## src/source/pixel_consts.svh

```systemverilog
// pixel readout constants: bus address map, data identifiers and queue sizes
`ifndef PIXEL_CONSTS_SVH
`define PIXEL_CONSTS_SVH

// external bus addresses start at this offset
`define PIX_BUS_OFFSET 16'h4000

// 16-register windows, relative to the offset
`define PIX_GPIO_BASE 16'h0000
`define PIX_SR_BASE 16'h0100
`define PIX_HIT_BASE 16'h0200

// identifiers carried in word bits 31..28
`define PIX_SR_ID 4'b0010
`define PIX_HIT_ID 4'b0100

// serial payload bits per word
`define PIX_SR_BITS 28
`define PIX_FIFO_DEPTH 4

`endif
```

## src/source/pixel_pkg.sv

```systemverilog
// pixel readout types shared by the bus blocks, data sources and arbiter
`default_nettype none

package pixel_pkg;

    // one word of the merged output stream
    typedef logic [31:0] word_t;

    // full register bus address
    typedef logic [15:0] bus_addr_t;

    // register index inside one 16-register window
    typedef logic [3:0] reg_addr_t;

    // one measured hit, queued before it is formatted
    typedef struct packed {
        logic [11:0] width;
        logic [15:0] stamp;
    } hit_rec_t;

endpackage

`default_nettype wire

```

## src/source/pixel_top.sv

```systemverilog
// pixel readout core, register bus blocks, data sources and output arbiter
`default_nettype none

module pixel_top (
    input  wire                  bus_clk,
    input  wire                  arst_n,
    input  pixel_pkg::bus_addr_t add,
    input  wire [7:0]            bus_wr_data,
    input  wire                  bus_rd,
    input  wire                  bus_wr,
    input  wire                  sdi,
    input  wire                  sen,
    input  wire                  hit_or,
    input  wire                  out_read,
    output logic [7:0]           bus_rd_data,
    output logic [7:0]           gpio_out,
    output logic                 out_valid,
    output pixel_pkg::word_t     out_data
);
    import pixel_pkg::*;

    reg_addr_t  reg_addr;
    logic       gpio_wr;
    logic       sr_wr;
    logic       hit_wr;
    logic [7:0] gpio_rd_data;
    logic [7:0] sr_rd_data;
    logic [7:0] hit_rd_data;

    logic       sr_empty;
    logic       sr_read;
    word_t      sr_data;
    logic       hit_empty;
    logic       hit_read;
    word_t      hit_data;

    // decode stage
    bus_decoder u_decoder (
        .bus_clk      (bus_clk),
        .arst_n       (arst_n),
        .add          (add),
        .bus_rd       (bus_rd),
        .bus_wr       (bus_wr),
        .gpio_rd_data (gpio_rd_data),
        .sr_rd_data   (sr_rd_data),
        .hit_rd_data  (hit_rd_data),
        .reg_addr     (reg_addr),
        .gpio_wr      (gpio_wr),
        .sr_wr        (sr_wr),
        .hit_wr       (hit_wr),
        .bus_rd_data  (bus_rd_data)
    );

    gpio_regs u_gpio (
        .bus_clk  (bus_clk),
        .arst_n   (arst_n),
        .wr       (gpio_wr),
        .reg_addr (reg_addr),
        .wr_data  (bus_wr_data),
        .rd_data  (gpio_rd_data),
        .gpio_out (gpio_out)
    );

    // execute stage
    sr_capture u_sr (
        .bus_clk    (bus_clk),
        .arst_n     (arst_n),
        .wr         (sr_wr),
        .reg_addr   (reg_addr),
        .wr_data    (bus_wr_data),
        .sdi        (sdi),
        .sen        (sen),
        .fifo_read  (sr_read),
        .rd_data    (sr_rd_data),
        .fifo_empty (sr_empty),
        .fifo_data  (sr_data)
    );

    hit_timer u_hit (
        .bus_clk    (bus_clk),
        .arst_n     (arst_n),
        .wr         (hit_wr),
        .reg_addr   (reg_addr),
        .wr_data    (bus_wr_data),
        .hit_or     (hit_or),
        .fifo_read  (hit_read),
        .rd_data    (hit_rd_data),
        .fifo_empty (hit_empty),
        .fifo_data  (hit_data)
    );

    // result stage
    rr_arbiter u_arbiter (
        .bus_clk   (bus_clk),
        .arst_n    (arst_n),
        .sr_empty  (sr_empty),
        .sr_data   (sr_data),
        .hit_empty (hit_empty),
        .hit_data  (hit_data),
        .out_read  (out_read),
        .sr_read   (sr_read),
        .hit_read  (hit_read),
        .out_valid (out_valid),
        .out_data  (out_data)
    );

endmodule

`default_nettype wire

```

## src/source/rr_arbiter.sv

```systemverilog
// round-robin merge of the serial and hit sources into one buffered word
`default_nettype none

module rr_arbiter (
    input  wire              bus_clk,
    input  wire              arst_n,
    input  wire              sr_empty,
    input  pixel_pkg::word_t sr_data,
    input  wire              hit_empty,
    input  pixel_pkg::word_t hit_data,
    input  wire              out_read,
    output logic             sr_read,
    output logic             hit_read,
    output logic             out_valid,
    output pixel_pkg::word_t out_data
);

    logic can_load;
    logic pick_hit;
    logic last_hit;

    // buffer free now, or emptied at this edge
    assign can_load = !out_valid || out_read;

    // with both waiting, take the one not served last
    always_comb begin
        if (!sr_empty && !hit_empty)
            pick_hit = !last_hit;
        else
            pick_hit = !hit_empty;
    end

    assign sr_read  = can_load && !sr_empty && !pick_hit;
    assign hit_read = can_load && !hit_empty && pick_hit;

    always_ff @(posedge bus_clk or negedge arst_n) begin
        if (!arst_n) begin
            out_valid <= 1'b0;
            last_hit  <= 1'b0;
        end else if (sr_read || hit_read) begin
            out_valid <= 1'b1;
            last_hit  <= hit_read;
        end else if (out_read) begin
            out_valid <= 1'b0;
        end
    end

    always_ff @(posedge bus_clk) begin
        if (hit_read)
            out_data <= hit_data;
        else if (sr_read)
            out_data <= sr_data;
    end

endmodule

`default_nettype wire

```

## src/source/hit_timer.sv

```systemverilog
// hit timer measuring hit-OR pulse width and time stamp, queued as tagged words
`default_nettype none
`include "pixel_consts.svh"

module hit_timer (
    input  wire                  bus_clk,
    input  wire                  arst_n,
    input  wire                  wr,
    input  pixel_pkg::reg_addr_t reg_addr,
    input  wire [7:0]            wr_data,
    input  wire                  hit_or,
    input  wire                  fifo_read,
    output logic [7:0]           rd_data,
    output logic                 fifo_empty,
    output pixel_pkg::word_t     fifo_data
);
    import pixel_pkg::*;

    logic       en_q;
    logic [1:0] sync_q;
    logic       hit_d;
    logic       rise;
    logic       fall;
    logic       in_pulse;
    logic [15:0] time_q;
    logic [11:0] width_q;
    logic [15:0] stamp_q;
    logic       push;
    logic       fifo_full;
    logic [7:0] lost_cnt;
    hit_rec_t   rec_in;
    hit_rec_t   rec_out;

    always_ff @(posedge bus_clk or negedge arst_n) begin
        if (!arst_n)
            en_q <= 1'b0;
        else if (wr && reg_addr == 4'd0)
            en_q <= wr_data[0];
    end

    // two-stage sync, then one more flop for edge detect
    always_ff @(posedge bus_clk or negedge arst_n) begin
        if (!arst_n) begin
            sync_q   <= 2'b00;
            hit_d    <= 1'b0;
            time_q   <= 16'h0000;
            in_pulse <= 1'b0;
            width_q  <= 12'h000;
        end else begin
            sync_q <= {sync_q[0], hit_or};
            hit_d  <= sync_q[1];
            time_q <= time_q + 1'b1;
            if (rise && en_q) begin
                in_pulse <= 1'b1;
                width_q  <= 12'd1;
            end else if (fall) begin
                in_pulse <= 1'b0;
            end else if (in_pulse && sync_q[1] && width_q != 12'hfff) begin
                width_q <= width_q + 1'b1;
            end
        end
    end

    assign rise = sync_q[1] && !hit_d;
    assign fall = !sync_q[1] && hit_d;

    always_ff @(posedge bus_clk) begin
        if (rise && en_q)
            stamp_q <= time_q;
    end

    // only pulses that started while enabled are recorded
    assign push         = fall && in_pulse;
    assign rec_in.width = width_q;
    assign rec_in.stamp = stamp_q;

    always_ff @(posedge bus_clk or negedge arst_n) begin
        if (!arst_n)
            lost_cnt <= 8'h00;
        else if (push && fifo_full && lost_cnt != 8'hff)
            lost_cnt <= lost_cnt + 1'b1;
    end

    word_fifo #(
        .DEPTH     (`PIX_FIFO_DEPTH),
        .payload_t (hit_rec_t)
    ) u_fifo (
        .clk       (bus_clk),
        .arst_n    (arst_n),
        .push      (push),
        .push_data (rec_in),
        .pop       (fifo_read),
        .pop_data  (rec_out),
        .empty     (fifo_empty),
        .full      (fifo_full)
    );

    assign fifo_data = {`PIX_HIT_ID, rec_out.width, rec_out.stamp};

    always_comb begin
        case (reg_addr)
            4'd0:    rd_data = {7'b0, en_q};
            4'd1:    rd_data = lost_cnt;
            default: rd_data = 8'h00;
        endcase
    end

endmodule

`default_nettype wire

```

## src/source/sr_capture.sv

```systemverilog
// serial receiver packing the pixel shift-register stream into tagged words
`default_nettype none
`include "pixel_consts.svh"

module sr_capture (
    input  wire                  bus_clk,
    input  wire                  arst_n,
    input  wire                  wr,
    input  pixel_pkg::reg_addr_t reg_addr,
    input  wire [7:0]            wr_data,
    input  wire                  sdi,
    input  wire                  sen,
    input  wire                  fifo_read,
    output logic [7:0]           rd_data,
    output logic                 fifo_empty,
    output pixel_pkg::word_t     fifo_data
);
    import pixel_pkg::*;

    localparam int CW = $clog2(`PIX_SR_BITS + 1);

    logic                    en_q;
    logic [`PIX_SR_BITS-1:0] shift_q;
    logic [CW-1:0]           bit_cnt;
    logic                    push_q;
    logic [7:0]              ovf_cnt;
    logic                    fifo_full;
    word_t                   push_word;

    always_ff @(posedge bus_clk or negedge arst_n) begin
        if (!arst_n)
            en_q <= 1'b0;
        else if (wr && reg_addr == 4'd0)
            en_q <= wr_data[0];
    end

    // first bit ends up in the msb
    always_ff @(posedge bus_clk) begin
        if (en_q && sen)
            shift_q <= {shift_q[`PIX_SR_BITS-2:0], sdi};
    end

    // partial words are dropped by clearing the count when sen falls
    always_ff @(posedge bus_clk or negedge arst_n) begin
        if (!arst_n) begin
            bit_cnt <= '0;
            push_q  <= 1'b0;
        end else begin
            push_q <= 1'b0;
            if (!(en_q && sen)) begin
                bit_cnt <= '0;
            end else if (bit_cnt == CW'(`PIX_SR_BITS - 1)) begin
                bit_cnt <= '0;
                push_q  <= 1'b1;
            end else begin
                bit_cnt <= bit_cnt + 1'b1;
            end
        end
    end

    assign push_word = {`PIX_SR_ID, shift_q};

    // saturating count of words lost to a full queue
    always_ff @(posedge bus_clk or negedge arst_n) begin
        if (!arst_n)
            ovf_cnt <= 8'h00;
        else if (push_q && fifo_full && ovf_cnt != 8'hff)
            ovf_cnt <= ovf_cnt + 1'b1;
    end

    word_fifo #(
        .DEPTH     (`PIX_FIFO_DEPTH),
        .payload_t (word_t)
    ) u_fifo (
        .clk       (bus_clk),
        .arst_n    (arst_n),
        .push      (push_q),
        .push_data (push_word),
        .pop       (fifo_read),
        .pop_data  (fifo_data),
        .empty     (fifo_empty),
        .full      (fifo_full)
    );

    always_comb begin
        case (reg_addr)
            4'd0:    rd_data = {7'b0, en_q};
            4'd1:    rd_data = ovf_cnt;
            default: rd_data = 8'h00;
        endcase
    end

endmodule

`default_nettype wire

```

## src/source/word_fifo.sv

```systemverilog
// small synchronous FIFO, circular buffer with a payload type parameter
`default_nettype none
`include "pixel_consts.svh"

module word_fifo #(
    parameter int  DEPTH     = `PIX_FIFO_DEPTH,
    parameter type payload_t = pixel_pkg::word_t
) (
    input  wire      clk,
    input  wire      arst_n,
    input  wire      push,
    input  payload_t push_data,
    input  wire      pop,
    output payload_t pop_data,
    output logic     empty,
    output logic     full
);

    localparam int AW = (DEPTH > 1) ? $clog2(DEPTH) : 1;
    localparam int CW = $clog2(DEPTH + 1);

    payload_t        mem [DEPTH];
    logic [AW-1:0]   wr_ptr;
    logic [AW-1:0]   rd_ptr;
    logic [CW-1:0]   count;
    logic            do_push;
    logic            do_pop;

    // push while full is dropped, pop while empty is ignored
    assign do_push = push && !full;
    assign do_pop  = pop && !empty;

    assign empty    = count == '0;
    assign full     = count == CW'(DEPTH);
    assign pop_data = mem[rd_ptr];

    always_ff @(posedge clk) begin
        if (do_push)
            mem[wr_ptr] <= push_data;
    end

    always_ff @(posedge clk or negedge arst_n) begin
        if (!arst_n) begin
            wr_ptr <= '0;
            rd_ptr <= '0;
            count  <= '0;
        end else begin
            if (do_push)
                wr_ptr <= (wr_ptr == AW'(DEPTH - 1)) ? '0 : wr_ptr + 1'b1;
            if (do_pop)
                rd_ptr <= (rd_ptr == AW'(DEPTH - 1)) ? '0 : rd_ptr + 1'b1;
            if (do_push && !do_pop)
                count <= count + 1'b1;
            else if (do_pop && !do_push)
                count <= count - 1'b1;
        end
    end

endmodule

`default_nettype wire

```

## src/source/gpio_regs.sv

```systemverilog
// general-purpose output register with bus readback
`default_nettype none

module gpio_regs (
    input  wire                  bus_clk,
    input  wire                  arst_n,
    input  wire                  wr,
    input  pixel_pkg::reg_addr_t reg_addr,
    input  wire [7:0]            wr_data,
    output logic [7:0]           rd_data,
    output logic [7:0]           gpio_out
);

    logic [7:0] out_q;

    // register 0 is the only writable location
    always_ff @(posedge bus_clk or negedge arst_n) begin
        if (!arst_n) begin
            out_q <= 8'h00;
        end else if (wr && reg_addr == 4'd0) begin
            out_q <= wr_data;
        end
    end

    assign gpio_out = out_q;

    // readback of register 0, zero elsewhere
    always_comb begin
        if (reg_addr == 4'd0)
            rd_data = out_q;
        else
            rd_data = 8'h00;
    end

endmodule

`default_nettype wire

```

## src/source/bus_decoder.sv

```systemverilog
// register bus decoder, splits writes into block strobes and registers read data
`default_nettype none
`include "pixel_consts.svh"

module bus_decoder (
    input  wire                  bus_clk,
    input  wire                  arst_n,
    input  pixel_pkg::bus_addr_t add,
    input  wire                  bus_rd,
    input  wire                  bus_wr,
    input  wire [7:0]            gpio_rd_data,
    input  wire [7:0]            sr_rd_data,
    input  wire [7:0]            hit_rd_data,
    output pixel_pkg::reg_addr_t reg_addr,
    output logic                 gpio_wr,
    output logic                 sr_wr,
    output logic                 hit_wr,
    output logic [7:0]           bus_rd_data
);
    import pixel_pkg::*;

    localparam bus_addr_t WIN_MASK = 16'hfff0;

    bus_addr_t local_add;
    logic      gpio_sel;
    logic      sr_sel;
    logic      hit_sel;

    assign local_add = add - bus_addr_t'(`PIX_BUS_OFFSET);
    assign reg_addr  = local_add[3:0];

    // window match on the upper twelve bits
    assign gpio_sel = (local_add & WIN_MASK) == bus_addr_t'(`PIX_GPIO_BASE);
    assign sr_sel   = (local_add & WIN_MASK) == bus_addr_t'(`PIX_SR_BASE);
    assign hit_sel  = (local_add & WIN_MASK) == bus_addr_t'(`PIX_HIT_BASE);

    assign gpio_wr = bus_wr && gpio_sel;
    assign sr_wr   = bus_wr && sr_sel;
    assign hit_wr  = bus_wr && hit_sel;

    // read data valid one cycle after the strobe, held until the next read
    always_ff @(posedge bus_clk or negedge arst_n) begin
        if (!arst_n) begin
            bus_rd_data <= 8'h00;
        end else if (bus_rd) begin
            if (gpio_sel)
                bus_rd_data <= gpio_rd_data;
            else if (sr_sel)
                bus_rd_data <= sr_rd_data;
            else if (hit_sel)
                bus_rd_data <= hit_rd_data;
            else
                bus_rd_data <= 8'h00;
        end
    end

endmodule

`default_nettype wire

```

## config.mk

```make
export PLATFORM = sky130hd
export DESIGN_NAME = pixel_top
export DESIGN_NICKNAME = d
export VERILOG_FILES = /design/src/source/pixel_pkg.sv /design/src/source/pixel_top.sv /design/src/source/rr_arbiter.sv /design/src/source/hit_timer.sv /design/src/source/sr_capture.sv /design/src/source/word_fifo.sv /design/src/source/gpio_regs.sv /design/src/source/bus_decoder.sv
export VERILOG_INCLUDE_DIRS = /design/src /design/src/source
export SDC_FILE = /design/constraint.sdc
export NUM_CORES = 1
export LEC_CHECK = 0
export ABC_CLOCK_PERIOD_IN_PS = 2900
export BUFFER_PORTS_ARGS = -buffer_cell sky130_fd_sc_hd__buf_4
export CELL_PAD_IN_SITES_DETAIL_PLACEMENT = 1
export CELL_PAD_IN_SITES_GLOBAL_PLACEMENT = 1
export CORE_MARGIN = 8
export CORE_UTILIZATION = 35
export CTS_CLUSTER_SIZE = 20
export DETAILED_ROUTE_END_ITERATION = 16
export PLACE_DENSITY = 0.61
export SETUP_SLACK_MARGIN = 0.1
export SYNTH_ARGS = -nofsm -noshare
export SYNTH_HDL_FRONTEND = slang
export SYNTH_SLANG_ARGS = --single-unit
export TNS_END_PERCENT = 30
```

## constraint.sdc

```tcl
create_clock -name bus_clk -period 2.9 [get_ports bus_clk]
set_input_delay 0.58 -clock bus_clk [delete_from_list [all_inputs] [get_ports bus_clk]]
set_output_delay 0.58 -clock bus_clk [all_outputs]
set_load 0.02 [all_outputs]
```

## After elaboration in Yosys (flattened, before gate mapping)

Memories as Yosys holds them, arrays and structs flattened.
Index checks and enable logic that the tools add are counted.
W data, S select, Z words.

- Eq/ne operators: 14
- Multiplexer cells: 32
- $add $sub $neg: 14
- Reduce and logical (&&, ||, !) cells: 56

Operators with widths:

| operator | count |
|---|---|
| $mux W28 | 2 |
| $mux W12 | 3 |
| $mux W8 | 4 |
| $pmux W8 S2 | 2 |
| $logic_and A1 B1 Y1 | 30 |
| $add A16 B1 Y16 const B | 1 |
| $add A8 B1 Y8 const B | 2 |
| $logic_not A16 Y1 | 1 |
| $ne A8 B8 Y1 const B | 2 |
| $sub A16 B15 Y16 const B | 1 |
| $logic_not A1 Y1 | 13 |
| $add A12 B1 Y12 const B | 1 |
| $eq A12 B5 Y1 const B | 1 |
| $eq A12 B6 Y1 const B | 1 |
| $mux W3 | 4 |
| $ne A12 B12 Y1 const B | 1 |
| $reduce_bool A2 Y1 | 6 |
| $mux W1 | 11 |
| $mux W5 | 2 |
| $add A2 B1 Y2 const B | 4 |
| $eq A2 B2 Y1 const B | 4 |
| $mux W2 | 4 |
| $add A3 B1 Y3 const B | 2 |
| $eq A3 B3 Y1 const B | 2 |
| other kinds (9) | 12 |

- Input bits: 32
- Memory bits (writable): 224
- Memories kept: 2
- Register bits: 164
- Output and inout port bits: 49
- Word-level logic and storage cells: 143

Memories:

| memory | depth | width | read ports | clocked after Yosys merged registers in | wr ports | line | RTL |
|---|---|---|---|---|---|---|---|
| u_hit.u_fifo.mem | 4 | 28 | 1 | 0 | 1 | word_fifo.sv:22 | `payload_t mem [DEPTH];` |
| u_sr.u_fifo.mem | 4 | 28 | 1 | 0 | 1 | word_fifo.sv:22 |  |

## Longest topological paths before layout

Gate-level depths: netlist of the first run.

- Word-level depth: 10
- Depth in mapped cells: 10

## Hierarchy

A second synthesis of the first run with hierarchy kept.

- Cell total of the unflattened synthesis: 858
- Area, all modules: 16066.7 µm²

By module, submodules not included:

| module | area each (µm²) | cells each | instances | seq. area each (µm²) |
|---|---|---|---|---|
| word_fifo at u_sr.u_fifo | 5057.4 | 205 | 1 | 4018.9 |
| word_fifo at u_hit.u_fifo | 4469.3 | 183 | 1 | 3538.4 |
| hit_timer | 2503.7 | 203 | 1 | 1506.4 |
| sr_capture | 1617.8 | 103 | 1 | 1216.2 |
| rr_arbiter | 1470.2 | 78 | 1 | 1011.0 |
| bus_decoder | 565.5 | 60 | 1 | 200.2 |
| gpio_regs | 382.9 | 26 | 1 | 200.2 |

## Least setup slack after synthesis of the first run

OpenSTA, ideal clock, no wires.

- Kind: reg-to-reg
- From: reg u_sr.u_fifo.count[1]
- To: reg u_hit.u_fifo.count[1]
- Stages on the path, launching flop included: 9
- Arrival: 2.282 ns
- Path slack: 0.493 ns
- Cells stage by stage: dfrtp_1 > or3_1 > a211o_1 > buf_6 > buf_6 > ha_1 > inv_1 > fa_1 > mux2_2

- Longest elaborated chain between the ends: 9
- Elaborated cells between the ends (all ways): 11
- Classes of those cells: 2 x mux; 9 x reduce/logical

Ends and longest elaborated chain:

| what | line | RTL |
|---|---|---|
| start: declaration | word_fifo.sv:25 | `logic [CW-1:0] count;` |
| start signal: assignment | word_fifo.sv:53 | `count <= count + 1'b1;` |
| start signal: assignment | word_fifo.sv:55 | `count <= count - 1'b1;` |
| $logic_not A3 Y1 (*) | word_fifo.sv:33 | `assign empty = count == '0;` |
| $logic_not A1 Y1 (*) | rr_arbiter.sv:27 | `if (!sr_empty && !hit_empty)` |
| $logic_and A1 B1 Y1 (*) | rr_arbiter.sv:27 |  |
| $mux W1 (*) | rr_arbiter.sv:27 |  |
| $logic_and A1 B1 Y1 (*) | rr_arbiter.sv:34 | `assign hit_read = can_load && !hit_empty && pick_hit;` |
| $logic_and A1 B1 Y1 (*) | word_fifo.sv:31 | `assign do_pop = pop && !empty;` |
| $logic_not A1 Y1 | word_fifo.sv:52 | `if (do_push && !do_pop)` |
| $logic_and A1 B1 Y1 | word_fifo.sv:52 |  |
| $mux W3 or $reduce_bool A2 Y1 (tied branches) | n/a |  |
| end signal: assignment | word_fifo.sv:53 |  |
| end signal: assignment | word_fifo.sv:55 |  |
| end: declaration | word_fifo.sv:25 |  |

Mark *: on every way between the ends. The rest lies on a longest branch, timed or not.
A chain may end at the register's enable or synchronous reset.

## Worst setup path in the final report of the first run

- From: reg u_hit.sync_q[1]
- To: reg u_hit.u_fifo.count[2]

- Longest elaborated chain between the ends: 7
- Elaborated cells between the ends (all ways): 9
- Classes of those cells: 1 x mux; 8 x reduce/logical

Ends and longest elaborated chain:

| what | line | RTL |
|---|---|---|
| start: declaration | hit_timer.sv:20 | `logic [1:0] sync_q;` |
| start signal: assignment | hit_timer.sv:50 | `sync_q <= {sync_q[0], hit_or};` |
| $logic_not A1 Y1 (*) | hit_timer.sv:65 | `assign fall = !sync_q[1] && hit_d;` |
| $logic_and A1 B1 Y1 (*) | hit_timer.sv:65 |  |
| $logic_and A1 B1 Y1 (*) | hit_timer.sv:73 | `assign push = fall && in_pulse;` |
| $logic_and A1 B1 Y1 (*) | word_fifo.sv:30 | `assign do_push = push && !full;` |
| $logic_not A1 Y1 | word_fifo.sv:54 | `else if (do_pop && !do_push)` |
| $logic_and A1 B1 Y1 | word_fifo.sv:54 |  |
| $reduce_bool A2 Y1 (no line) | n/a |  |

Marks and branches as above.

==> out/qor.tcl, run 1 <==
set qor(critical_path.top_delay_family) {simple AND/OR/NAND/NOR gates}
set qor(area_overhead_vs_synth_pct) 18.76
set qor(worst-endpoint-arrival_ps) 2810
set qor(worst_slew_pin_slew_ps) 885.9
set qor(top_flip_flop_cell_by_instance_count_after_synthesis) {sky130_fd_sc_hd__edfxtp_1}
set qor(path_max_fanout) 9
set qor(slowest_stage) {sky130_fd_sc_hd__nor2b_1}
set qor(drc) 0
set qor(path_class) {reg2reg}
set qor(final_util_pct) 41.71
set qor(timing.hold.worst.class) {in2async}
set qor(static-leakage-power_nw) 6.236
set qor(hpwl_um) 18890
set qor(max_clock_freq_ghz) 0.4232
set qor(post_cts_resized) 0
set qor(globalRouteTotalUtil_pct) 11.85
set qor(io-pin-count) 81
set qor(timing.setup.tns_ps) 0
set qor(die_width_um) 223.0
set qor(layout_cells_sized_above_1_pct) 30.53
set qor(rsz0062_at_grt) {no}
set qor(clock_path_buffers) 3
set qor(yosys.cell_types.count) 61
set qor(gate_count_post_synth) 781
set qor(n_antenna_cell) 0
set qor(drv_slew) 0
set qor(maximum_number_of_pins_on_one_net_before_global_route_repair) 42
set qor(status) {complete, no violations}
set qor(final_critical_path_share_of_the_clock_period_pct) 81.48
set qor(gr-total-overflow) 0
set qor(clk_pin_slew_worst_paths_ps) 60
set qor(clock-sinks) 386
set qor(cts_buffers) 42
set qor(wl_um) 29360
set qor(grt_first_pass_wirelength_um) 46850
set qor(number_of_hold_buffers_added_after_cts) 0
set qor(grt_pass1_vias) 7992
set qor(endpoint_kind) {flop}
set qor(cts_setup_buffers) 0
set qor(routedWlPerCell_um) 19.76
set qor(synth.top_cells.by_area) {sky130_fd_sc_hd__edfxtp_1, sky130_fd_sc_hd__dfrtp_1, sky130_fd_sc_hd__mux4_2}
set qor(crit_path_max_incr_delay_ps) 480
set qor(fp.dieArea_sq_um) 49720
set qor(floorplan.initialDensity_pct) 35.12
set qor(synth_async_sr_flop_share_pct) 22.80
set qor(drtPass1Iterations) 4
set qor(crit_required_ps) 3350
set qor(post_synth.cell_area_avg_sq_um) 19.20
set qor(critical_path.most_common_cell) {sky130_fd_sc_hd__xor2_1}
set qor(root_buffer) {sky130_fd_sc_hd__clkbuf_16}
set qor(power.ir.vdd_worst_v) 0.0004350
set qor(tritoncts_clock_tree) {done}
set qor(cap_viol_max_count) 0
set qor(detailroute.via_count) 7292
set qor(synth_top_area_cell) {sky130_fd_sc_hd__edfxtp_1}
set qor(area_of_the_mapped_netlist_sq_um) 14990
set qor(ys_seq_elements) 386
set qor(num-nets-final) 958
set qor(min_cycle_time_layout_ps) 2363
set qor(gpl.final_weighted_congestion) 0.7507
set qor(htreeDepth) 2
set qor(placement.io_buffers) 78
set qor(route.detailed.vias_per_inst) 4.907
set qor(finalSetupViolations) 0
set qor(hold_violations) 0
set qor(cp.buffers_inverters) 1
set qor(die-height_um) 223.0
set qor(clock_insertion_delay_worst_skew_ps) 530
set qor(synth-seq-area-share_pct) 74.23
set qor(fp-row-count) 76
set qor(synth-edff-count) 296
set qor(detail-route-antenna-nets) 0
set qor(core-area_sq_um) 42700
set qor(startpoint_type) {flop}
set qor(drt_iter0_markers) 364
set qor(grt_antenna_before_repair) 1
set qor(critical_path.cell_chain) {nand3b_1, nor2b_1, ha_1, inv_1, fa_1, xor2_1, nor2_1, xor2_1}
set qor(synth-warning-count) 0
set qor(final.setup_skew_ps) 12.40
set qor(final_hold_slack_ps) 59.65
set qor(power_density_nw_per_um2) 741.9
set qor(worst_slew_margin_rel_pct) 40.94
set qor(yosys.area.top_type_share_pct) 59.28
## logic make-up after synthesis
family,count (synthesis),synth area share [%]
multiplexers,105,12.65
AND/OR/NAND/NOR,146,5.424
adder cells (fa/ha/maj),19,1.686
other,1,0.02501
flip-flops,386,74.23
buffers and inverters,37,1.360
XOR/XNOR,37,2.161
AO/OA/AOI/OAI,50,2.462
## power by group
part | internal (W) | switching, W | leakage (nW) | total [W]
clock | 0.00341 | 0.00213 | 0.706 | 0.00554
sequential | 0.00612 | 0.000142 | 3.68 | 0.00626
combinational | 0.000717 | 0.000694 | 1.85 | 0.00141
## synth_stat cells (9+ instances only)
library cell	count
sky130_fd_sc_hd__ha_1	17
sky130_fd_sc_hd__mux4_2	56
sky130_fd_sc_hd__nand4_1	9
sky130_fd_sc_hd__xnor2_1	18
sky130_fd_sc_hd__nor3_1	17
sky130_fd_sc_hd__mux2_2	24
sky130_fd_sc_hd__mux2_4	23
sky130_fd_sc_hd__inv_1	14
sky130_fd_sc_hd__nand3_1	20
sky130_fd_sc_hd__nor2_1	21
sky130_fd_sc_hd__edfxtp_1	296
sky130_fd_sc_hd__and3_1	10
sky130_fd_sc_hd__nand2_1	26
sky130_fd_sc_hd__xor2_1	19
sky130_fd_sc_hd__dfrtp_1	88
sky130_fd_sc_hd__o21ai_0	11
## flip-flops by register name (all words and copies together) (netlist names), 12 cells and up
signal and cells:
u_hit.width_q 12, u_arbiter.out_data 30, u_hit.u_fifo.mem 112, u_hit.stamp_q 16, u_sr.u_fifo.mem 112, u_sr.shift_q 28
u_hit.time_q 16
## cells in the final DEF, fill, tap and decap left out, drive strengths merged, types with 5 or more instances in the layout
cell type | Yosys | layout
inv | 14 | 14
xor2 | 19 | 19
clkinvlp | 0 | 5
mux2 | 47 | 47
bufinv | 0 | 5
and2 | 8 | 8
o21ai | 12 | 12
a221o | 8 | 8
nand4 | 11 | 11
a22oi | 8 | 8
mux4 | 56 | 56
ha | 17 | 17
edfxtp | 296 | 296
clkinv | 2 | 12
nand3 | 20 | 20
a21oi | 7 | 7
and3 | 10 | 10
nand2 | 26 | 26
xnor2 | 18 | 18
buf | 18 | 102
nor3 | 17 | 17
nor2 | 22 | 22
nor4 | 5 | 5
clkbuf | 3 | 57
nor2b | 6 | 6
dfrtp | 88 | 88
## worst reg2reg max path, stage by stage, from the launching register on
cell	delay [ps]
sky130_fd_sc_hd__dfrtp_1	430
sky130_fd_sc_hd__nand3b_1	240
sky130_fd_sc_hd__nor2b_1	480
sky130_fd_sc_hd__ha_1	290
sky130_fd_sc_hd__inv_1	60
sky130_fd_sc_hd__fa_1	370
sky130_fd_sc_hd__xor2_1	150
sky130_fd_sc_hd__nor2_1	120
sky130_fd_sc_hd__xor2_1	150
## per-stage QoR
stage,total power (W),area (sq um),setup slack [ps],instances
2_1_floorplan,0.007313,15000,493.3,782
3_3_place_gp,0.007818,16340,518.9,1409
3_5_place_dp,0.007839,16340,479.5,1409
4_1_cts,0.01343,17810,494.1,1486
5_1_grt,0.01368,17810,327.3,1486
6_report,0.01321,17810,537.0,1486
## layout make-up
type	count	area, sq um
tap	546	683.2
sequential	386	11130
timing repair buffer	102	803.3
fill	4105	24890
clock buffer	57	1222
clock inverter	20	240.2
multi-input combinational	359	3665
inverter	16	60.06
## path summary, 6_finish.rpt
check,startpoint,endpoint,slack (ps),depth (start not counted)
setup reg to reg,u_hit.sync_q[1],u_hit.u_fifo.count[2],540,8
setup / recovery,u_hit.sync_q[1],u_hit.u_fifo.count[2],540,8
max in group asynchronous,arst_n,u_hit.lost_cnt[0],2090,2
hold reg to reg,u_hit.sync_q[0],u_hit.sync_q[1],380,0
hold / removal,arst_n,u_hit.en_q,60,1
min in group bus_clk,hit_or,u_hit.sync_q[0],170,1
## layer usage
layer / part of all wire (%) / global-route usage, %
met1: 46 / 15.82
met2: 48 / 19.81
met3: 3.4 / 1.917
met4: 2.0 / 3.420
met5: 0 / 0
(Power assumes the default switching activity.)
==> inputs of run 2 (changes only) <==
Settings changed: ABC_AREA set to 1, ABC_CLOCK_PERIOD_IN_PS 2900 to 2200, PLACE_DENSITY 0.61 to 0.64.
Clock period 2.9 ns to 2.2 ns, I/O delays scaled along.
==> run 2 against run 1 <==
Compared with the run above: die area up 4.0%; routed wire length rose by 20%; critical path depth rose by 2; combinational power grew to 3.6 times the previous value; critical path type unchanged; critical endpoint unchanged.
==> out/qor.tcl, run 2 <==
set qor(crit_required_ps) 2620
set qor(filler_cell_count) 4676
set qor(htreeDepth) 2
set qor(clk_pin_slew_worst_paths_ps) 60
set qor(critical_path.top_delay_family) {adder cells}
set qor(globalRouteTotalUtil_pct) 13.81
set qor(drt_iter0_markers) 482
set qor(synthTopCellsByCount) {sky130_fd_sc_hd__edfxtp_1, sky130_fd_sc_hd__nand2_1, sky130_fd_sc_hd__nor2_1}
set qor(io-pin-count) 81
set qor(synth_top_area_cell) {sky130_fd_sc_hd__edfxtp_1}
set qor(multiInputGateArea_sq_um) 3943
set qor(die-height_um) 227.4
set qor(min_cycle_time_layout_ps) 2039
set qor(portion_of_total_power_attributed_to_combinational_logic_pct) 24.5
set qor(reg.largest.list) {u_hit.u_fifo.mem (112), u_sr.u_fifo.mem (112), u_arbiter.out_data (30)}
set qor(max_clock_freq_ghz) 0.4905
set qor(fp.dieArea_sq_um) 51720
set qor(layout_cells_sized_above_1_pct) 15.30
set qor(placedCellCount) 1908
set qor(power.net_switching_w) 0.006477
set qor(clockPowerShare_pct) 31.6
set qor(clock_insertion_delay_worst_skew_ps) 560
set qor(timing.hold.worst.class) {in2reg}
set qor(root_buffer) {sky130_fd_sc_hd__clkbuf_16}
set qor(final_critical_path_share_of_the_clock_period_pct) 92.66
set qor(routedWlPerCell_um) 17.66
set qor(endpoint_kind) {flop}
set qor(synth_async_sr_flop_share_pct) 22.80
set qor(startpoint_type) {flop}
set qor(drc) 0
set qor(power_density_nw_per_um2) 1127
set qor(slowest_stage) {sky130_fd_sc_hd__fa_1}
set qor(layout_common_cells) {sky130_fd_sc_hd__edfxtp_1, sky130_fd_sc_hd__nand2_1, sky130_fd_sc_hd__nor2_1, sky130_fd_sc_hd__buf_4, sky130_fd_sc_hd__inv_1}
set qor(preCtsSetupSlack_ps) -112.0
set qor(placement.io_buffers) 78
set qor(grt_antenna_before_repair) 0
set qor(fp-row-count) 77
set qor(synth-seq-area-share_pct) 71.15
set qor(critical_path.cell_chain) {inv_1, or2_2, buf_4, nand2_2, ha_1, inv_1, fa_1, a21oi_1, o21ai_0, xor2_1}
set qor(hold_violations) 0
set qor(crit_path_max_incr_delay_ps) 380
set qor(yosys.cell_types.count) 39
set qor(gate_count_post_synth) 1244
set qor(static-leakage-power_nw) 7.216
set qor(synth-warning-count) 0
set qor(grt_pass1_vias) 10120
set qor(power.share.sequential_pct) 43.9
set qor(clock_path_buffers) 3
set qor(path_max_fanout) 3
set qor(detailroute.via_count) 9515
set qor(hpwl_um) 22810
set qor(synth.top_cells.by_area) {sky130_fd_sc_hd__edfxtp_1, sky130_fd_sc_hd__dfrtp_1, sky130_fd_sc_hd__nand2_1}
set qor(gpl.final_weighted_congestion) 0.7556
set qor(report.power.total_w) 0.02090
set qor(cp.buffers_inverters) 3
set qor(floorplan.initialDensity_pct) 35.38
set qor(n_antenna_cell) 0
set qor(mostFrequentLayoutCell) {sky130_fd_sc_hd__edfxtp_1}
set qor(stdcell_count) 1991
set qor(cell_with_the_most_instances_after_synthesis) {sky130_fd_sc_hd__edfxtp_1}
set qor(ff_latch_area_sq_um) 11130
set qor(detail-route-antenna-nets) 0
set qor(power.ir.vdd_worst_v) 0.0006978
set qor(power.switching_fraction_pct) 30.98
set qor(gr-total-overflow) 0
set qor(finalSetupViolations) 0
set qor(grt_first_pass_wirelength_um) 56370
set qor(worst-endpoint-arrival_ps) 2460
set qor(drv_slew) 0
set qor(cap_viol_max_count) 0
set qor(critical_path.most_common_cell) {sky130_fd_sc_hd__inv_1}
set qor(top_flip_flop_cell_by_instance_count_after_synthesis) {sky130_fd_sc_hd__edfxtp_1}
set qor(area_overhead_vs_synth_pct) 18.52
set qor(post_synth.cell_area_avg_sq_um) 12.58
set qor(final_hold_slack_ps) 91.65
set qor(wl_um) 35150
set qor(die_width_um) 227.4
set qor(ys_seq_elements) 386
set qor(route.detailed.vias_per_inst) 4.779
set qor(num-nets-final) 1417
set qor(synth-edff-count) 296
set qor(maximum_number_of_pins_on_one_net_before_global_route_repair) 48
set qor(status) {complete, no violations}
set qor(cts_buffers) 42
set qor(core-area_sq_um) 44220
set qor(final.setup_skew_ps) 9.652
set qor(area_of_the_mapped_netlist_sq_um) 15650
set qor(power.internal_w) 0.01443
set qor(clock-sinks) 386
set qor(setup_ws_ps) 161.4
set qor(path_class) {reg2reg}
set qor(drtPass1Iterations) 5
set qor(yosys.area.top_type_share_pct) 56.81
set qor(tritoncts_clock_tree) {done}
set qor(rsz0062_at_grt) {no}
## run 2: changes by cell type in the layout (fill, tap and decap cells not counted), sizes merged, moves of 9 or more
cell,delta
o22ai,+56
nand2,+193
nand3,+52
buf,+16
inv,+86
nor3,-9
nor2,+116
mux2,-47
mux4,-56
mux2i,+54
o21ai,+82
and3,-10
## run 2: power by group through the flow
stage | registers, W | logic (W) | clock network, W
global placement | 0.00931 | 0.00498 | 0
finish | 0.00917 | 0.00512 | 0.00661
global route | 0.00923 | 0.00566 | 0.00709
detailed placement | 0.00932 | 0.00516 | 0
CTS | 0.00918 | 0.00518 | 0.00682
floorplan | 0.00953 | 0.00289 | 0
## run 2: area by class of cell
cell class | count | area share, %
timing repair buffer | 120 | 5.762
clock inverter | 16 | 0.6208
sequential | 386 | 60.04
multi-input combinational | 718 | 21.26
clock buffer | 61 | 6.323
inverter | 98 | 1.997
tap | 592 | 3.995
## run 2: worst min-delay path: cells and delay by family
family                 cells  cell delay (ps)
AO/OA/AOI/OAI              1               40
buffers and inverters      1               80
AND/OR/NAND/NOR            1               40
## run 2: path summary, 6_finish.rpt
kind                                          start                      to  slack [ps]  cells after the start
max in group asynchronous                    arst_n  u_hit.u_fifo.rd_ptr[0]        1370                      3
min in group asynchronous                    arst_n      u_gpio.gpio_out[7]         290                      2
worst max-delay path            u_arbiter.out_valid   u_hit.u_fifo.count[2]         160                     10
worst min register to register      u_hit.sync_q[1]             u_hit.hit_d         410                      0
worst max register to register  u_arbiter.out_valid   u_hit.u_fifo.count[2]         160                     10
worst min-delay path                 bus_wr_data[7]      u_gpio.gpio_out[7]          90                      3
## run 2: per-layer routing
metal | vias to the layer above | wire, um | GRT usage, %
met4 | 0 | 606 | 3.663
met3 | 33 | 1388 | 2.551
met5 | - | 0 | 0
li1 | 4593 | - | -
met1 | 4741 | 15930 | 18.04
met2 | 148 | 17230 | 23.48
## run 2: per-stage QoR
| step | util [%] | setup TNS, ps | instance area (sq um) |
|---|---|---|---|
| 5_1_grt | 41.93 | 0 | 18540 |
| 3_3_place_gp | 38.88 | -195.2 | 17190 |
| 2_1_floorplan | - | -19560 | 15650 |
| 4_1_cts | 41.84 | 0 | 18500 |
| 6_report | 41.93 | 0 | 18540 |
| 3_5_place_dp | 38.88 | -2300 | 17190 |
## run 2: kinds of logic (layout without fill, tap and decap cells)
| group | count (synthesis) | after routing | share of synthesized area [%] |
|---|---|---|---|
| simple gates | 447 | 447 | 12.11 |
| flops | 386 | 386 | 71.15 |
| compound gates | 159 | 159 | 5.686 |
| buf+inv | 141 | 295 | 3.879 |
| mux | 56 | 56 | 3.583 |
| xor+xnor | 35 | 35 | 1.959 |
| fa+ha+maj | 19 | 19 | 1.615 |
| other cells | 1 | 2 | 0.02397 |
## run 2: repair_timing
item,4_1_cts,5_1_grt
endpoints found under the hold margin,12,0
setup buffers,0,4
hold buffers,2,0
resized for setup,1,7
endpoints found under the setup margin,14,31
